[src/logic/soc_params.svh]
`ifndef SOC_PARAMS_SVH
`define SOC_PARAMS_SVH

// ------------------------------
// Address map
// ------------------------------

`define RAM_BASE     32'h0000_0000
`define MTIMER_BASE  32'h8001_0000
`define GPIO_BASE    32'h8002_0000

// ------------------------------
// Region sizes in bytes
// ------------------------------

`define RAM_SIZE     32'd4096
`define PERIPH_SIZE  32'd32

// Number of GPIO pins
`define GPIO_WIDTH   8

`endif

[src/logic/soc_bus_pkg.sv]
package soc_bus_pkg;

  typedef logic [31:0] rw_addr_t;
  typedef logic [31:0] bus_data_t;
  typedef logic [3:0]  wstrb_t;

  // Target of a request after address decode
  typedef enum logic [1:0] {
    DEV_NONE,
    DEV_RAM,
    DEV_MTIMER,
    DEV_GPIO
  } device_sel_t;

  // Expand byte strobes into a full word mask
  function automatic bus_data_t strobe_mask(wstrb_t strobe);
    bus_data_t mask;
    for (int b = 0; b < 4; b++) begin
      mask[8*b +: 8] = {8{strobe[b]}};
    end
    return mask;
  endfunction

  // Merge a write word into a register under the strobes
  function automatic bus_data_t apply_strobe(bus_data_t old_word, bus_data_t new_word,
                                             wstrb_t strobe);
    bus_data_t mask;
    mask = strobe_mask(strobe);
    return (old_word & ~mask) | (new_word & mask);
  endfunction

endpackage

[src/logic/soc_periph_pkg.sv]
package soc_periph_pkg;

  `include "soc_params.svh"

  // Timer count and compare value
  typedef logic [63:0] mtime_t;

  // One bit per pin
  typedef logic [`GPIO_WIDTH-1:0] gpio_vec_t;

  // Byte offset inside a 32-byte device region
  typedef logic [4:0] reg_off_t;

endpackage

[src/logic/soc_gpio.sv]
`timescale 1ns/1ns
`include "soc_params.svh"

module soc_gpio import soc_bus_pkg::*, soc_periph_pkg::*; (
  input  logic      clock,
  input  logic      rst_n,
  input  rw_addr_t  rw_address,
  input  bus_data_t write_data,
  input  wstrb_t    write_strobe,
  input  logic      read_request,
  input  logic      write_request,
  output bus_data_t read_data,
  output logic      read_response,
  output logic      write_response,
  input  gpio_vec_t gpio_input,
  output gpio_vec_t gpio_oe,
  output gpio_vec_t gpio_output
);

  localparam reg_off_t OFF_IN  = 5'd0;
  localparam reg_off_t OFF_OE  = 5'd4;
  localparam reg_off_t OFF_OUT = 5'd8;
  localparam reg_off_t OFF_SET = 5'd12;
  localparam reg_off_t OFF_CLR = 5'd16;

  reg_off_t  offset;
  gpio_vec_t sync_q1;
  gpio_vec_t sync_q2;
  bus_data_t strobe_word;
  gpio_vec_t wmask;
  gpio_vec_t wbits;

  function automatic bus_data_t widen(gpio_vec_t v);
    bus_data_t w;
    w = '0;
    w[`GPIO_WIDTH-1:0] = v;
    return w;
  endfunction

  assign offset = rw_address[4:0];

  // Only the pin bits of the strobed write word
  assign strobe_word = strobe_mask(write_strobe);
  assign wmask       = strobe_word[`GPIO_WIDTH-1:0];
  assign wbits       = write_data[`GPIO_WIDTH-1:0] & wmask;

  always_ff @(posedge clock) begin
    if (!rst_n) begin
      sync_q1        <= '0;
      sync_q2        <= '0;
      gpio_oe        <= '0;
      gpio_output    <= '0;
      read_response  <= 1'b0;
      write_response <= 1'b0;
    end else begin
      // Two-flop input synchronizer
      sync_q1        <= gpio_input;
      sync_q2        <= sync_q1;
      read_response  <= read_request;
      write_response <= write_request;
      if (write_request) begin
        case (offset)
          OFF_OE:  gpio_oe     <= (gpio_oe & ~wmask) | wbits;
          OFF_OUT: gpio_output <= (gpio_output & ~wmask) | wbits;
          OFF_SET: gpio_output <= gpio_output | wbits;
          OFF_CLR: gpio_output <= gpio_output & ~wbits;
          default: ;
        endcase
      end
    end
  end

  always_ff @(posedge clock) begin
    if (read_request) begin
      case (offset)
        OFF_IN:  read_data <= widen(sync_q2);
        OFF_OE:  read_data <= widen(gpio_oe);
        OFF_OUT: read_data <= widen(gpio_output);
        // Set and clear read as zero
        default: read_data <= '0;
      endcase
    end
  end

endmodule

[config.mk]
export PLATFORM = sky130hd
export DESIGN_NAME = soc_gpio
export DESIGN_NICKNAME = d
export VERILOG_FILES = /design/src/logic/soc_bus_pkg.sv /design/src/logic/soc_periph_pkg.sv /design/src/logic/soc_gpio.sv
export VERILOG_INCLUDE_DIRS = /design/src /design/src/logic
export SDC_FILE = /design/constraint.sdc
export NUM_CORES = 1
export LEC_CHECK = 0
export ABC_AREA = 1
export BUFFER_PORTS_ARGS = -buffer_cell sky130_fd_sc_hd__buf_2
export CORE_MARGIN = 2
export CORE_UTILIZATION = 42
export CTS_CLUSTER_DIAMETER = 200
export DETAILED_ROUTE_END_ITERATION = 10
export PLACE_DENSITY = 0.79
export SLEW_MARGIN = 20
export SYNTH_ARGS = -nofsm -noshare
export SYNTH_HDL_FRONTEND = slang
export SYNTH_SLANG_ARGS = --single-unit
[constraint.sdc]
create_clock -name clock -period 1.15 [get_ports clock]
set_input_delay 0.115 -clock clock [delete_from_list [all_inputs] [get_ports clock]]
set_output_delay 0.115 -clock clock [all_outputs]
set_load 0.01 [all_outputs]
== After elaboration in Yosys (flattened, before gate mapping) ==
Cells that the tools add are included.

* Register bits after elaboration: 66
* Bits of input ports: 80

* Eq/ne operators: 4
* Multiplexer cells: 2
* Bitwise operators: 9
* Reductions and logical operators: 4

{| class="wikitable"
|+ Operator list
! operator !! count
|-
| case mux 8 bit (3 select lines) || 2
|-
| bitwise AND 8 bit || 4
|-
| OR 8 bit || 3
|-
| NOT 8 bit || 2
|-
| equality test 5 x 4 -> 1 bit, second input constant || 2
|-
| equality test 5 x 3 -> 1 bit, second input constant || 1
|-
| equality test 5 bit, second input constant || 1
|-
| zero test 5 bit || 1
|-
| AND reduction 2 bit || 2
|-
| nonzero test 3 bit || 1
|}

== Depth between registers and ports, before layout ==
* Word-level depth: 4
* Mapped depth: 9
* Mapped depth without buffers: 8

== Worst setup path before layout ==
OpenSTA, ideal clock, no wires.

* Kind: input to register
* Start: in rw_address[1]
* End: reg gpio_output[5]
* Library setup time: 0.109 ns
* Arrival time: 0.857 ns
* Required time: 1.041 ns
* Setup slack: 0.184 ns
* Cell stages on the path: 9
* Path buffers: 1
* Path through: nor2_8 nand3_1 nand2_2 nand2_4 buf_6 nor2_2 nand2_1 nand2_1 inv_1

* Word-level cells in the longest chain between the ends: 3
* Elaborated cells between the ends (all ways): 6
* Those cells by class: eq/ne: 3; mux: 1; reduce/logical: 2

{| class="wikitable"
|+ RTL lines
! what !! line !! source
|-
| start: declaration || soc_gpio.sv:7 || <nowiki>input rw_addr_t rw_address,</nowiki>
|-
| equality test 5 bit or equality test 5 x 4 -> 1 bit (tied branches) || soc_gpio.sv:62 || <nowiki>case (offset)</nowiki>
|-
| nonzero test 3 bit (no source line) || n/a ||
|-
| AND reduction 2 bit (no source line) || n/a ||
|-
| end signal: assignment || soc_gpio.sv:64 || <nowiki>OFF_OUT: gpio_output <= (gpio_output & ~wmask) | wbits;</nowiki>
|-
| end signal: assignment || soc_gpio.sv:65 || <nowiki>OFF_SET: gpio_output <= gpio_output | wbits;</nowiki>
|-
| end signal: assignment || soc_gpio.sv:66 || <nowiki>OFF_CLR: gpio_output <= gpio_output & ~wbits;</nowiki>
|-
| end: declaration || soc_gpio.sv:17 || <nowiki>output gpio_vec_t gpio_output</nowiki>
|}

Parallel ways exist; a longest one is shown, timed or not.
A chain may end at the register's enable or synchronous reset.

== Worst setup path after layout ==
* Start: reg gpio_output[2]
* End: out gpio_output[2]

No word-level cell between the ends.

==> impl_metrics.tcl <==
set metrics [dict create \
    power.share.clock_pct 37.9 \
    antenna_cells 0 \
    fp.dieW_um 73.62 \
    cp_cell_sequence "buf_2" \
    fp.dieArea_um2 5420 \
    dp_hpwl_um 3142 \
    synth_cells 278 \
    wire_per_inst_um 10.55 \
    fin_skew_ns 0.009277 \
    yosysMostFrequentCell "nand2_1" \
    r2r_setup_slack_ns 0.33 \
    clk_pin_slew_ns 0.08 \
    stdcell_count 394 \
    worstSetupStartpoint "gpio_output[2]$_SDFFE_PN0P_" \
    p_comb_share_pct 10.3 \
    critical_path_class "reg -> out" \
    start_kind "flop" \
    min_period_over_period_pct 83.02 \
    ant_nets 0 \
    synthTopCellsByCount "nand2_1, inv_1, dfxtp_1" \
    critical-path-max-stage-delay_ns 0.39 \
    switchingPower_uw 720.6 \
    detail_route.wirelength_um 4158 \
    crit_arrival_ns 0.84 \
    p_leak_nw 1.435 \
    finalSetupViolCount 0 \
    synthTopCellsByArea "dfxtp_1, nand2_1, edfxtp_1" \
    grt_pass1_wl_um 6555 \
    critPathSlowestCell "dfxtp_1" \
    ys_async_sr_fraction_pct 0 \
    vias_per_cell 4.492 \
    maxSlewViolCount 0 \
    path_buf_inv 1 \
    status "finished clean" \
    yosysTopAreaCell "dfxtp_1" \
    cts.htree.levels 2 \
    synth_warnings 0 \
    ir_drop_uv 785.5 \
    antenna_found_initial 0 \
    fin_nets 419 \
    ys_seq_area_share_pct 45.24 \
    clk_path_buf_depth 2 \
    grt_pass1_vias 1504 \
    r2r-end "gpio_output[4]$_SDFFE_PN0P_" \
    setup.worst_path.end_class "output pin" \
    critical_path.top_delay_family "flip-flops" \
    synth_area_um2 2036 \
    synth_top_area_share_pct 33.44 \
    max_freq_mhz 1047 \
    crit_cells 1 \
    cts_tree "built" \
    drive_above_1_share_pct 22.35 \
    drt_iter0_drc 85 \
    core-area_um2 4692 \
    gp_congestion 0.7905 \
    synth-edff-count 8 \
    period_needed_ns 0.9548 \
    cts_setup_buffers 0 \
    io_pins 130 \
    post-place-cells 382 \
    drv_cap 0 \
    portBuffers 51 \
    intPower_mw 2.307 \
    cts_root_buf "clkbuf_8" \
    fin_ws_ns 0.1952 \
    synth_ff_type "dfxtp_1" \
    cts.sinks 42 \
    preCtsSetupSlack_ns -0.005361 \
    fin_util_pct 51.87 \
    drc 0 \
    gr-total-overflow 0 \
    yosys.cell_types.count 24 \
    first_pass_iters 5 \
    vias 1770 \
    rsz0062_at_grt "no" \
    die_y_um 73.62 \
    reg2reg_depth 6 \
    p_seq_share_pct 51.8 \
    r2r-start "gpio_output[4]$_SDFFE_PN0P_" \
    row_count 25 \
    hp-class "in -> reg" \
    finalSetupTns_ns 0 \
    ys_ff_latch 42 \
    syn_area_per_cell_um2 7.323 \
    worstPathRequired_ns 1.03 \
    sw_frac_of_total_pct 23.80 \
    endpoint "gpio_output[2]" \
    cts_buffers 5 \
    start_util_pct 43.39 \
    hold_violations 0 \
    cp_max_fo 3 \
    grt.total_usage_pct 16.07 \
    grt_max_degree 25 \
    synthToLayoutAreaGrowth_pct 19.55 \
    clk_latency_ns 0.30 \
    p_per_area_nw_per_um2 1244 \
]
[layout make-up]
class                   instances  area [um^2]
clock inverters                 1        30.03
inverters                      54        202.7
repair buffers                 60        345.3
well taps                      54        67.56
flip-flops and latches         42        920.9
multi-input cells             176        790.8
fillers                       464         2258
clock buffers                   7        76.32
[power groups by stage]
stage	Clock, mW	Sequential [mW]	Combinational [mW]
final	1.15	1.57	0.313
after global routing	1.24	1.57	0.354
after CTS	1.16	1.57	0.311
after detailed placement	0	1.60	0.302
after global placement	0	1.60	0.293
after floorplan	0	1.61	0.227
[cell families after synthesis]
kind of cell	synth area share [%]
AO/OA/AOI/OAI	3.934
buffers and inverters	20.16
flip-flops	45.24
other	0.1842
AND/OR/NAND/NOR	30.49
[layout by cell type, fill, tap and decap left out, drive strengths merged, types with 4 or more instances in the layout]
master,count
conb,24
nor3,8
a21oi,8
o21ai,8
nand3,11
nor2,29
edfxtp,8
buf,56
dlygate4sd3,4
clkbuf,7
nand2,86
inv,54
dfxtp,34
[through the flow]
stage / area [um^2] / hold slack [ns] / total power [mW]
3_3_place_gp: 2287 / 0.2949 / 1.894
4_1_cts: 2424 / 0.00005254 / 3.043
2_1_floorplan: 2122 / 0.2085 / 1.838
3_5_place_dp: 2287 / 0.3033 / 1.904
5_1_grt: 2434 / 0.003160 / 3.169
6_report: 2434 / 0.004819 / 3.028
[timing repair]
action | in CTS | in global routing
hold endpoints to repair | 3 | 1
gates resized for setup | 0 | 0
hold buffers | 3 | 1
[worst min-delay path by stage]
stage,start,end,slack [ns],cells after the start
after global placement,gpio_input[4],sync_q1[4]$_SDFF_PN0_,0.29,3
after global routing,gpio_input[2],sync_q1[2]$_SDFF_PN0_,0.003,3
final,gpio_input[6],sync_q1[6]$_SDFF_PN0_,0.005,3
after floorplan,write_request,write_response$_SDFF_PN0_,0.21,2
after detailed placement,gpio_input[3],sync_q1[3]$_SDFF_PN0_,0.30,3
after CTS,gpio_input[6],sync_q1[6]$_SDFF_PN0_,0.00005,3
[routing by layer]
| layer | part of all wire (%) | vias up | GRT usage [%] | routed length, um |
|---|---|---|---|---|
| met1 | 43 | 786 | 19.48 | 1776 |
| met4 | 1.1 | 0 | 6.061 | 47 |
| met3 | 9.4 | 5 | 5.075 | 392 |
| met2 | 47 | 79 | 26.59 | 1941 |
| li1 | - | 900 | - | - |
| met5 | 0 | - | 0 | 0 |
Note: power is estimated with default switching activity, not from simulation.
