**config.mk**
```make
export PLATFORM = sky130hd
export DESIGN_NAME = soc_bus
export DESIGN_NICKNAME = d
export VERILOG_FILES = /design/src/logic/soc_bus_pkg.sv /design/src/logic/soc_bus.sv
export VERILOG_INCLUDE_DIRS = /design/src /design/src/logic
export SDC_FILE = /design/constraint.sdc
export NUM_CORES = 1
export LEC_CHECK = 0
export CORE_AREA = 2 2 69 71
export DETAILED_ROUTE_END_ITERATION = 8
export DIE_AREA = 0 0 71 73
export DONT_BUFFER_PORTS = 1
export GPL_TIMING_DRIVEN = 0
export PLACE_DENSITY = 0.53
export SLEW_MARGIN = 20
export SYNTH_ARGS = -nofsm -noshare
export SYNTH_HDL_FRONTEND = slang
export SYNTH_SLANG_ARGS = --single-unit
```
**constraint.sdc**
```tcl
create_clock -name clock -period 2.6 [get_ports clock]
set_input_delay 0 -clock clock [delete_from_list [all_inputs] [get_ports clock]]
set_output_delay 0 -clock clock [all_outputs]
set_load 0.01 [all_outputs]
```
**src/logic/soc_params.svh**
```systemverilog
`ifndef SOC_PARAMS_SVH
`define SOC_PARAMS_SVH

// ------------------------------
// Address map
// ------------------------------

`define RAM_BASE     32'h0000_0000
`define MTIMER_BASE  32'h8001_0000
`define GPIO_BASE    32'h8002_0000

// ------------------------------
// Region sizes in bytes
// ------------------------------

`define RAM_SIZE     32'd4096
`define PERIPH_SIZE  32'd32

// Number of GPIO pins
`define GPIO_WIDTH   8

`endif

```
**src/logic/soc_bus_pkg.sv**
```systemverilog
package soc_bus_pkg;

  typedef logic [31:0] rw_addr_t;
  typedef logic [31:0] bus_data_t;
  typedef logic [3:0]  wstrb_t;

  // Target of a request after address decode
  typedef enum logic [1:0] {
    DEV_NONE,
    DEV_RAM,
    DEV_MTIMER,
    DEV_GPIO
  } device_sel_t;

  // Expand byte strobes into a full word mask
  function automatic bus_data_t strobe_mask(wstrb_t strobe);
    bus_data_t mask;
    for (int b = 0; b < 4; b++) begin
      mask[8*b +: 8] = {8{strobe[b]}};
    end
    return mask;
  endfunction

  // Merge a write word into a register under the strobes
  function automatic bus_data_t apply_strobe(bus_data_t old_word, bus_data_t new_word,
                                             wstrb_t strobe);
    bus_data_t mask;
    mask = strobe_mask(strobe);
    return (old_word & ~mask) | (new_word & mask);
  endfunction

endpackage

```
**src/logic/soc_bus.sv**
```systemverilog
`timescale 1ns/1ns
`include "soc_params.svh"

module soc_bus import soc_bus_pkg::*; (
  input  logic      clock,
  input  logic      rst_n,
  // Manager side
  input  rw_addr_t  rw_address,
  input  logic      read_request,
  input  logic      write_request,
  output bus_data_t read_data,
  output logic      read_response,
  output logic      write_response,
  // Device side
  output logic      ram_read_request,
  output logic      ram_write_request,
  input  bus_data_t ram_read_data,
  input  logic      ram_read_response,
  input  logic      ram_write_response,
  output logic      mtimer_read_request,
  output logic      mtimer_write_request,
  input  bus_data_t mtimer_read_data,
  input  logic      mtimer_read_response,
  input  logic      mtimer_write_response,
  output logic      gpio_read_request,
  output logic      gpio_write_request,
  input  bus_data_t gpio_read_data,
  input  logic      gpio_read_response,
  input  logic      gpio_write_response
);

  device_sel_t sel;
  device_sel_t sel_q;
  logic        none_read_q;
  logic        none_write_q;
  logic [5:0]  dev_req;
  logic [5:0]  dev_rsp;

  // ------------------------------
  // Address decode
  // ------------------------------

  always_comb begin
    if ((rw_address - `RAM_BASE) < `RAM_SIZE) sel = DEV_RAM;
    else if ((rw_address - `MTIMER_BASE) < `PERIPH_SIZE) sel = DEV_MTIMER;
    else if ((rw_address - `GPIO_BASE) < `PERIPH_SIZE) sel = DEV_GPIO;
    else sel = DEV_NONE;
  end

  assign ram_read_request     = read_request  && (sel == DEV_RAM);
  assign ram_write_request    = write_request && (sel == DEV_RAM);
  assign mtimer_read_request  = read_request  && (sel == DEV_MTIMER);
  assign mtimer_write_request = write_request && (sel == DEV_MTIMER);
  assign gpio_read_request    = read_request  && (sel == DEV_GPIO);
  assign gpio_write_request   = write_request && (sel == DEV_GPIO);

  // Remember who owes the response next cycle
  always_ff @(posedge clock) begin
    if (!rst_n) begin
      sel_q        <= DEV_NONE;
      none_read_q  <= 1'b0;
      none_write_q <= 1'b0;
    end else begin
      sel_q        <= (read_request || write_request) ? sel : DEV_NONE;
      none_read_q  <= read_request  && (sel == DEV_NONE);
      none_write_q <= write_request && (sel == DEV_NONE);
    end
  end

  // ------------------------------
  // Response mux
  // ------------------------------

  always_comb begin
    case (sel_q)
      DEV_RAM: begin
        read_data      = ram_read_data;
        read_response  = ram_read_response;
        write_response = ram_write_response;
      end
      DEV_MTIMER: begin
        read_data      = mtimer_read_data;
        read_response  = mtimer_read_response;
        write_response = mtimer_write_response;
      end
      DEV_GPIO: begin
        read_data      = gpio_read_data;
        read_response  = gpio_read_response;
        write_response = gpio_write_response;
      end
      default: begin
        // Unmapped requests are answered here with zero
        read_data      = '0;
        read_response  = none_read_q;
        write_response = none_write_q;
      end
    endcase
  end

  assign dev_req = {ram_read_request, ram_write_request, mtimer_read_request,
                    mtimer_write_request, gpio_read_request, gpio_write_request};
  assign dev_rsp = {ram_read_response, ram_write_response, mtimer_read_response,
                    mtimer_write_response, gpio_read_response, gpio_write_response};

  a_one_request_kind: assert property (@(posedge clock) disable iff (!rst_n)
    !(read_request && write_request));

  // Each device answers its own request exactly one cycle later
  a_device_latency: assert property (@(posedge clock) disable iff (!rst_n)
    dev_rsp == $past(dev_req));

endmodule

```
# Word-level counts from Yosys, hierarchy flattened

Index checks and enable logic that the tools add are counted.

Bits of input ports: 138
Bits in registers: 4
Word-level logic and storage cells: 31
Output and inout port bits: 40

Equal/unequal tests: 6
Muxes and demuxes: 6
$add $sub $neg: 2
Reductions and logical operators: 11
Order comparisons: 3

Operator list:

| kind                                                 | number |
|---|---|
| case mux 32 bit (3 select lines)                     | 1 |
| < comparator 32 x 6 -> 1 bit, second input constant  | 2 |
| subtractor 32 bit, second input constant             | 2 |
| < comparator 32 x 13 -> 1 bit, second input constant | 1 |
| equality test 2 bit, second input constant           | 4 |
| logical AND 1 bit                                    | 8 |
| 2-to-1 mux 2 bit                                     | 3 |
| case mux 1 bit (3 select lines)                      | 2 |
| equality test 2 x 1 -> 1 bit, second input constant  | 2 |
| logical NOT 2 bit                                    | 1 |
| AND reduction 2 bit                                  | 1 |
| logical OR 1 bit                                     | 1 |

# Logic depth before layout (Yosys ltp)

Gate-level depths: netlist of run 1.

Word-level depth: 7
Mapped depth: 8
Mapped depth without buffers: 8

# Worst setup path before layout of run 1

OpenSTA, ideal clock, no wires.

Path kind: input-to-reg
Start point: input port rw_address[17]
End point: register sel_q[1]
Slack: 1.113 ns
Setup time: 0.137 ns
Buffers on the path: 0
Required time: 2.463 ns
Arrival: 1.351 ns
Cell stages on the path: 8
Cells stage by stage: inv_1 > ha_1 > nor4b_4 > nand3_1 > xor2_1 > and3_4 > a2bb2o_4 > nor3b_2

Longest elaborated chain between the ends: 5
Elaborated cells on any way between the ends: 8
Classes of those cells: add/sub (2); order compare (3); mux (3)

Ends and longest elaborated chain:

| what                                          | RTL line      | RTL |
|---|---|---|
| start, declared                               | soc_bus.sv:8  | `input rw_addr_t rw_address,` |
| subtractor 32 bit (no source line)            | n/a           |  |
| < comparator 32 x 6 -> 1 bit (no source line) | n/a           |  |
| 2-to-1 mux 2 bit                              | soc_bus.sv:46 | `` else if ((rw_address - `GPIO_BASE) < `PERIPH_SIZE) sel = DEV_GPIO; `` |
| 2-to-1 mux 2 bit                              | soc_bus.sv:45 | `` else if ((rw_address - `MTIMER_BASE) < `PERIPH_SIZE) sel = DEV_MTIMER; `` |
| 2-to-1 mux 2 bit (*)                          | soc_bus.sv:44 | `` if ((rw_address - `RAM_BASE) < `RAM_SIZE) sel = DEV_RAM; `` |
| end signal, assigned                          | soc_bus.sv:64 | `sel_q <= (read_request \|\| write_request) ? sel : DEV_NONE;` |
| end, declared                                 | soc_bus.sv:33 | `device_sel_t sel_q;` |

Mark *: on every way between the ends. The rest lies on a longest branch, timed or not.
A chain may end at the register's enable or synchronous reset.

# Final worst setup path of run 1

Start point: register sel_q[1]
End point: output port read_data[22]

Longest elaborated chain between the ends: 2
Elaborated cells on any way between the ends: 4
Classes of those cells: eq/ne (3); mux (1)

Ends and longest elaborated chain:

| what                                                                       | RTL line      | RTL |
|---|---|---|
| equality test 2 bit / equality test 2 x 1 -> 1 bit (equally long branches) | soc_bus.sv:75 | `case (sel_q)` |
| case mux 32 bit (3 select lines) (*)                                       | soc_bus.sv:75 |  |
| end, declared                                                              | soc_bus.sv:11 | `output bus_data_t read_data,` |

Marks and branches as above.

==> results of run 1 <==
sequential cells by signal (all words and copies together) (netlist names):
register / cells
sel_q: 2
none_read_q: 1
none_write_q: 1
repair_timing:
item / CTS / global route
hold endpoints to repair: 2 / 0
endpoints found under the setup margin: 0 / 0
hold buffers: 4 / 0
power breakdown:
part	internal, uW	switching, uW	leakage [uW]
Sequential	63.5	0.490	0.0000328
Combinational	41.4	24.2	0.000420
Clock	98.7	31.6	0.0000216
through the flow:
step	utilization [%]	setup slack, ns	instance area, sq um	std cells	power (uW)
2_1_floorplan	-	1.113	1324	152	118.3
3_3_place_gp	30.68	0.8243	1391	206	126.4
3_5_place_dp	30.68	0.7926	1391	206	126.4
4_1_cts	32.47	0.5615	1473	213	265.9
5_1_grt	32.47	0.4241	1473	213	275.8
6_report	32.47	0.6079	1473	213	259.9
area by class of cell:
type | instances | share of cell area, %
plain buffers | 12 | 3.059
clock buffers | 3 | 2.804
flip-flops and latches | 4 | 5.438
multi-input cells | 134 | 80.88
inverters | 2 | 0.5098
repair buffers | 4 | 2.719
well taps | 54 | 4.588
synth_stat cells (3+ instances only):
master	n
nor4_1	4
nand4_1	3
mux2_2	32
clkbuf_1	11
nor3_1	4
a21oi_1	3
a22o_1	32
nor2_1	5
nand2_1	8
xor2_1	6
dfxtp_1	4
and3_2	3
and2_1	4
worst max-delay path, cell delays in order (launching register included):
cell and delay (ns):
dfxtp_1 0.29, clkbuf_1 0.36, clkbuf_1 0.49, mux2_2 0.40, a22o_1 0.23
final timing paths:
| check | start | to | slack (ns) | cells past startpoint |
|---|---|---|---|---|
| setup / recovery | sel_q[1] | read_data[22] | 0.61 | 4 |
| hold / removal | rst_n | sel_q[0] | 0.02 | 2 |
kinds of logic after synthesis:
| group | Yosys count |
|---|---|
| mux | 34 |
| buf+inv | 14 |
| fa+ha+maj | 2 |
| simple gates | 50 |
| xor+xnor | 7 |
| flops | 4 |
| compound gates | 41 |
metal layers:
| metal | vias up | track usage, % |
|---|---|---|
| li1 | 627 | - |
| met1 | 624 | 19.82 |
| met2 | 99 | 25.44 |
| met3 | 2 | 6.077 |
| met4 | 0 | 1.887 |
| met5 | - | 0 |
==> flow_summary_export.csv, run 1 <==
group,metric,value,unit
grt,pin_count_of_the_biggest_net_entering_global_routing,11,
final_layout,synthToLayoutAreaGrowth,11.25,%
min_path,holdCritPathClass,"in2reg",
placed_design,dp.final_hpwl,4013,um
setup_path,path_class,"reg2out",
drt,detail_route.first_pass.iterations,4,
synthesis,syn_nets,292,
timing,achievable-frequency,502.0,MHz
drt,met2_length,2319,um
timing,setup-tns-final,0,ns
drt,top_layer,"met4",
timing,setup_viol,0,
synthesis,synthDistinctLibCells,39,
timing,finalHoldViolations,0,
setup_path,worst_setup_path_start_kind,"flop",
final_layout,insertedDiodeCount,0,
final_layout,nFillCells,495,
floorplan,fp-row-count,25,
pwr,worst_ir_drop_vdd,90.75,uV
final_layout,post_route_cells_drive_above_1_share,29.56,%
flow_run,cap_viol_max_count,0,
drt,drt-vias-per-instance,6.347,
pwr,pwr_density_cell,176.5,nW/um^2
synthesis,post_synthesis_sequential_area_ratio,6.049,%
floorplan,die_x,71,um
floorplan,dieHeight,73,um
setup_path,crit_path_end_kind,"output port",
synthesis,postSynthCellCount,152,
synthesis,postSynth.topFlopCell,"dfxtp_1",
setup_path,timing.critical_path.fanout_max,10,
timing,max_transition_viols_final,0,
timing,grt_setup_unrepaired,"false",
timing,min_period_over_period,76.62,%
clocking,cts_buffer_depth,2,
final_layout,seq_area,80.08,sq um
clocking,clock_tree.root_cell,"clkbuf_8",
drt,vias,1352,
timing,tightestPinTransition,0.5614,ns
grt,via_count_of_the_first_global_routing_pass,1189,
final_layout,multi_input_logic_area,1191,sq um
timing,hold_slack,0.01994,ns
setup_path,arr_time_crit_path,1.99,ns
synthesis,synth_compound_gate_area_share,26.75,%
floorplan,die-area,5183,sq um
synthesis,netlist.area_leader.share,27.22,%
final_layout,final_cell_mix,"mux2_2 (32), a22o_1 (32), clkbuf_1 (11), nand2_1 (8), xor2_1 (6)",
placed_design,portBuffers,0,
floorplan,start_util,29.19,%
synthesis,postSynthAreaPerCell,8.709,sq um
grt,gr-usage-all-layers,15.48,%
drt,met3_length,551,um
synthesis,yosys.area_share.simple,26.09,%
timing,max_slew_margin,62.23,%
grt,gr-total-overflow,0,
synthesis,mappedNetlistArea,1324,sq um
setup_path,cp.required,2.60,ns
drt,detailedRoute.firstIterationViolations,18,
status,status,"finished, final reports clean",
synthesis,synth_xor_area_share,4.631,%
drt,post-route-drc-count,0,
synthesis,largest_family_of_logic_cells_by_synthesized_area,"multiplexers",
synthesis,ys_ff_latch,4,
synthesis,post-synth-top-area-cell,"mux2_2",
clocking,tritoncts,"done",
drt,drt_wl_total,4614,um
clocking,cts_htree_levels,1,
placed_design,routabilityCongestion,0.8453,
drt,detail_route.wl_per_cell,21.66,um
synthesis,yosys-top-cells-area,"mux2_2 (27%), a22o_1 (21%), dfxtp_1 (6.0%), xor2_1 (4.0%), mux4_2 (3.4%)",
floorplan,core_region_area,4536,sq um
drt,drtAntennaViolNets,0,
clocking,post-cts-setup-buffer-count,0,
clocking,cts.sinks,4,
floorplan,num_io_pins,178,
synthesis,async_flop_share,0,%
timing,finalWorstPathRequiredPeriod,1.992,ns
synthesis,multiplexer_fraction_of_the_synthesized_cell_area,30.62,%
synthesis,synth-warning-count,0,
synthesis,synth-edff-count,0,
clocking,cts_inserted_buffers,3,
grt,grt_antenna_before_repair,0,
clocking,ctsResizeCount,0,
synthesis,synth_fa_ha_area_share,1.890,%
drt,met1_wirelength,1729,um
clocking,cts.clk_slew.worst_paths,0.03,ns
pwr,leakage,0.0004745,uW
final_layout,final_nets,301,
grt,grt_first_pass_wirelength,6223,um
No activity file was read; power rests on OpenSTA's default activity.
==> inputs of run 2 (changes only) <==
- ABC_AREA: not set -> 1
- CORE_AREA: 2 2 69 71 -> 2 2 68 70
- DIE_AREA: 0 0 71 73 -> 0 0 70 72
- PLACE_DENSITY: 0.53 -> 0.66
- clock period: 2.6 -> 1.7 ns (I/O delays scaled with it)
==> run 2 against run 1 <==
Effect of this change: synthesized cell count grew to 2.5 times the previous value; non-clock buffer count is 2 lower; cell count is 110% higher; worst hold slack better by 0.046 ns; via count up 82%; critical endpoint is now read_data[24].
==> flow_summary_export.csv, run 2 <==
group,metric,value,unit
status,status,"finished, final reports clean",
placed_design,placedInstanceArea,1822,sq um
synthesis,postSynth.topFlopCell,"dfxtp_1",
grt,grt_antenna_before_repair,0,
clocking,cts_htree_levels,1,
final_layout,nFillCells,500,
floorplan,die-area,5040,sq um
setup_path,cp.required,1.70,ns
final_layout,layout_commonest_cell,"nand2_1",
timing,min_period_over_period,94.25,%
final_layout,final_cell_mix,"nand2_1 (174), nand3_1 (60), nor2_1 (39), inv_1 (32), nor2_2 (15)",
clocking,cts.sinks,4,
placed_design,post-place-cells,435,
setup_path,stage_delay_of_the_slowest_cell_on_the_critical_path,0.36,ns
clocking,cts.clk_slew.worst_paths,0.03,ns
synthesis,async_flop_share,0,%
synthesis,mappedNetlistArea,1757,sq um
floorplan,die_x,70,um
final_layout,final_util,45.19,%
synthesis,post-synth-top-area-cell,"nand2_1",
grt,pin_count_of_the_biggest_net_entering_global_routing,11,
setup_path,critPathSlowestCell,"dfxtp_1",
floorplan,num_io_pins,178,
synthesis,postSynthCellCount,383,
grt,via_count_of_the_first_global_routing_pass,2043,
setup_path,crit_path_end_kind,"output port",
setup_path,critical_path_buf_inv_count,2,
clocking,post-cts-setup-buffer-count,0,
timing,tightestPinTransition,0.3959,ns
synthesis,synth.cells.most_frequent,"nand2_1 (174), nand3_1 (60), nor2_1 (43)",
drt,detailedRoute.firstIterationViolations,86,
synthesis,synthDistinctLibCells,23,
synthesis,synth_most_common_cell,"nand2_1",
floorplan,dieHeight,72,um
clocking,cts_buffer_depth,2,
timing,finalWorstPathRequiredPeriod,1.602,ns
clocking,tritoncts,"done",
setup_path,cp_cell_sequence,"inv_1 -> nor2_2 -> clkbuf_1 -> nand2_1 -> nand3_1",
final_layout,flip_flop_count_of_the_largest_register_after_layout,2,
pwr,worst_ir_drop_vdd,343.4,uV
floorplan,core_region_area,4264,sq um
clocking,cts_inserted_buffers,3,
final_layout,synthToLayoutAreaGrowth,9.687,%
synthesis,synth-edff-count,0,
floorplan,start_util,41.20,%
synthesis,netlist.area_leader.share,37.18,%
flow_run,cap_viol_max_count,0,
timing,setup-tns-final,0,ns
timing,achievable-frequency,624.2,MHz
final_layout,instances_no_fill,442,
clocking,clock_tree.root_cell,"clkbuf_8",
min_path,whs_path_depth,4,
min_path,hold-path-endpoint,"sel_q[1]",
synthesis,ys_ff_latch,4,
synthesis,yosys-top-cells-area,"nand2_1 (37%), nand3_1 (17%), nor2_1 (9.2%), inv_1 (7.1%), dfxtp_1 (4.6%)",
placed_design,routabilityCongestion,0.9183,
drt,vias,2467,
drt,post-route-drc-count,0,
synthesis,syn_nets,523,
drt,detail_route.first_pass.iterations,5,
setup_path,path_class,"reg2out",
synthesis,synth-warning-count,0,
final_layout,post_route_cells_drive_above_1_share,9.487,%
setup_path,critical-path-top-delay-family,"simple AND/OR/NAND/NOR gates",
final_layout,final_nets,532,
timing,max_slew_margin,73.51,%
grt,gr-usage-all-layers,23.43,%
synthesis,post_synthesis_sequential_area_ratio,4.558,%
placed_design,portBuffers,0,
final_layout,insertedDiodeCount,0,
synthesis,postSynthAreaPerCell,4.587,sq um
final_layout,max_flop_register,"sel_q",
grt,gr-total-overflow,0,
setup_path,arr_time_crit_path,1.60,ns
drt,drt-vias-per-instance,5.581,
placed_design,dp.final_hpwl,5806,um
placed_design,dp_slack,0.1102,ns
final_layout,post-route-cell-area,1927,sq um
timing,final_worst_slack,0.09783,ns
pwr,pwr_density_cell,229.2,nW/um^2
drt,detail_route.wl_per_cell,15.28,um
setup_path,timing.critical_path.fanout_max,10,
setup_path,worst_setup_path_start_kind,"flop",
pwr,leakage,0.0008848,uW
min_path,holdCritPathClass,"in2reg",
min_path,min-delay-start,"rst_n",
timing,max_transition_viols_final,0,
floorplan,fp-row-count,24,
final_layout,top_registers,"sel_q (2), none_read_q (1), none_write_q (1)",
timing,setup_viol,0,
drt,drt_wl_total,6753,um
drt,drtAntennaViolNets,0,
timing,finalHoldViolations,0,
grt,grt_first_pass_wirelength,9425,um
run 2: worst max-delay path by stage:
stage                              start                  end  slack, ns  cells after the start
final                           sel_q[1]        read_data[24]        0.1                      5
after global routing      rw_address[17]  mtimer_read_request      -0.04                     11
after CTS                       sel_q[0]        read_data[24]       0.09                      5
after detailed placement  rw_address[17]             sel_q[1]       0.11                     12
after global placement    rw_address[17]             sel_q[1]       0.12                     11
after floorplan           rw_address[17]             sel_q[1]       0.42                     11
run 2: metrics by stage:
step / power [uW] / hold slack, ns
final: 441.7 / 0.06608
after global routing: 471.1 / 0.1131
after CTS: 444.3 / 0.05993
after detailed placement: 234.7 / 0.1405
after global placement: 234.0 / 0.1400
after floorplan: 211.0 / 0.1302
run 2: timing repair:
| action | 4_1_cts | 5_1_grt |
|---|---|---|
| resized for setup | 2 | 10 |
| hold buffers | 4 | 0 |
| endpoints found under the hold margin | 2 | 0 |
| setup endpoints to repair | 6 | 8 |
run 2: per-layer routing:
| layer | wire length [um] | up-vias | track usage, % | share of wire (%) |
|---|---|---|---|---|
| li1 | - | 1222 | - | - |
| met1 | 2685 | 1109 | 28.38 | 40 |
| met5 | 0 | - | 0 | 0 |
| met2 | 3286 | 130 | 41.16 | 49 |
| met3 | 682 | 6 | 6.806 | 10 |
| met4 | 99 | 0 | 5.556 | 1.5 |
run 2: cell families after synthesis:
logic type	after synthesis	share of synthesized area (%)
AOI/OAI and AO/OA	13	4.060
DFF	4	4.559
buffers and inverters	46	10.26
xor gates and xnor gates	5	2.493
adders and majority gates	2	1.424
and+or+nand+nor	313	77.21
run 2: cell type report:
type                       count  area, sq um  share of cell area (%)
timing repair buffer           4        40.04                   2.078
buffer                        10        47.55                   2.468
clock buffer                   3        41.29                   2.143
multi-input combinational    333         1514                   78.57
inverter                      36        138.9                   7.208
tap                           52        65.06                   3.377
sequential                     4        80.08                   4.156
run 2: where the power goes:
group          switching (uW)  leakage, uW  internal [uW]
Sequential              0.499    0.0000328           97.1
Combinational            93.9     0.000830           53.9
Clock                    45.7    0.0000216            151
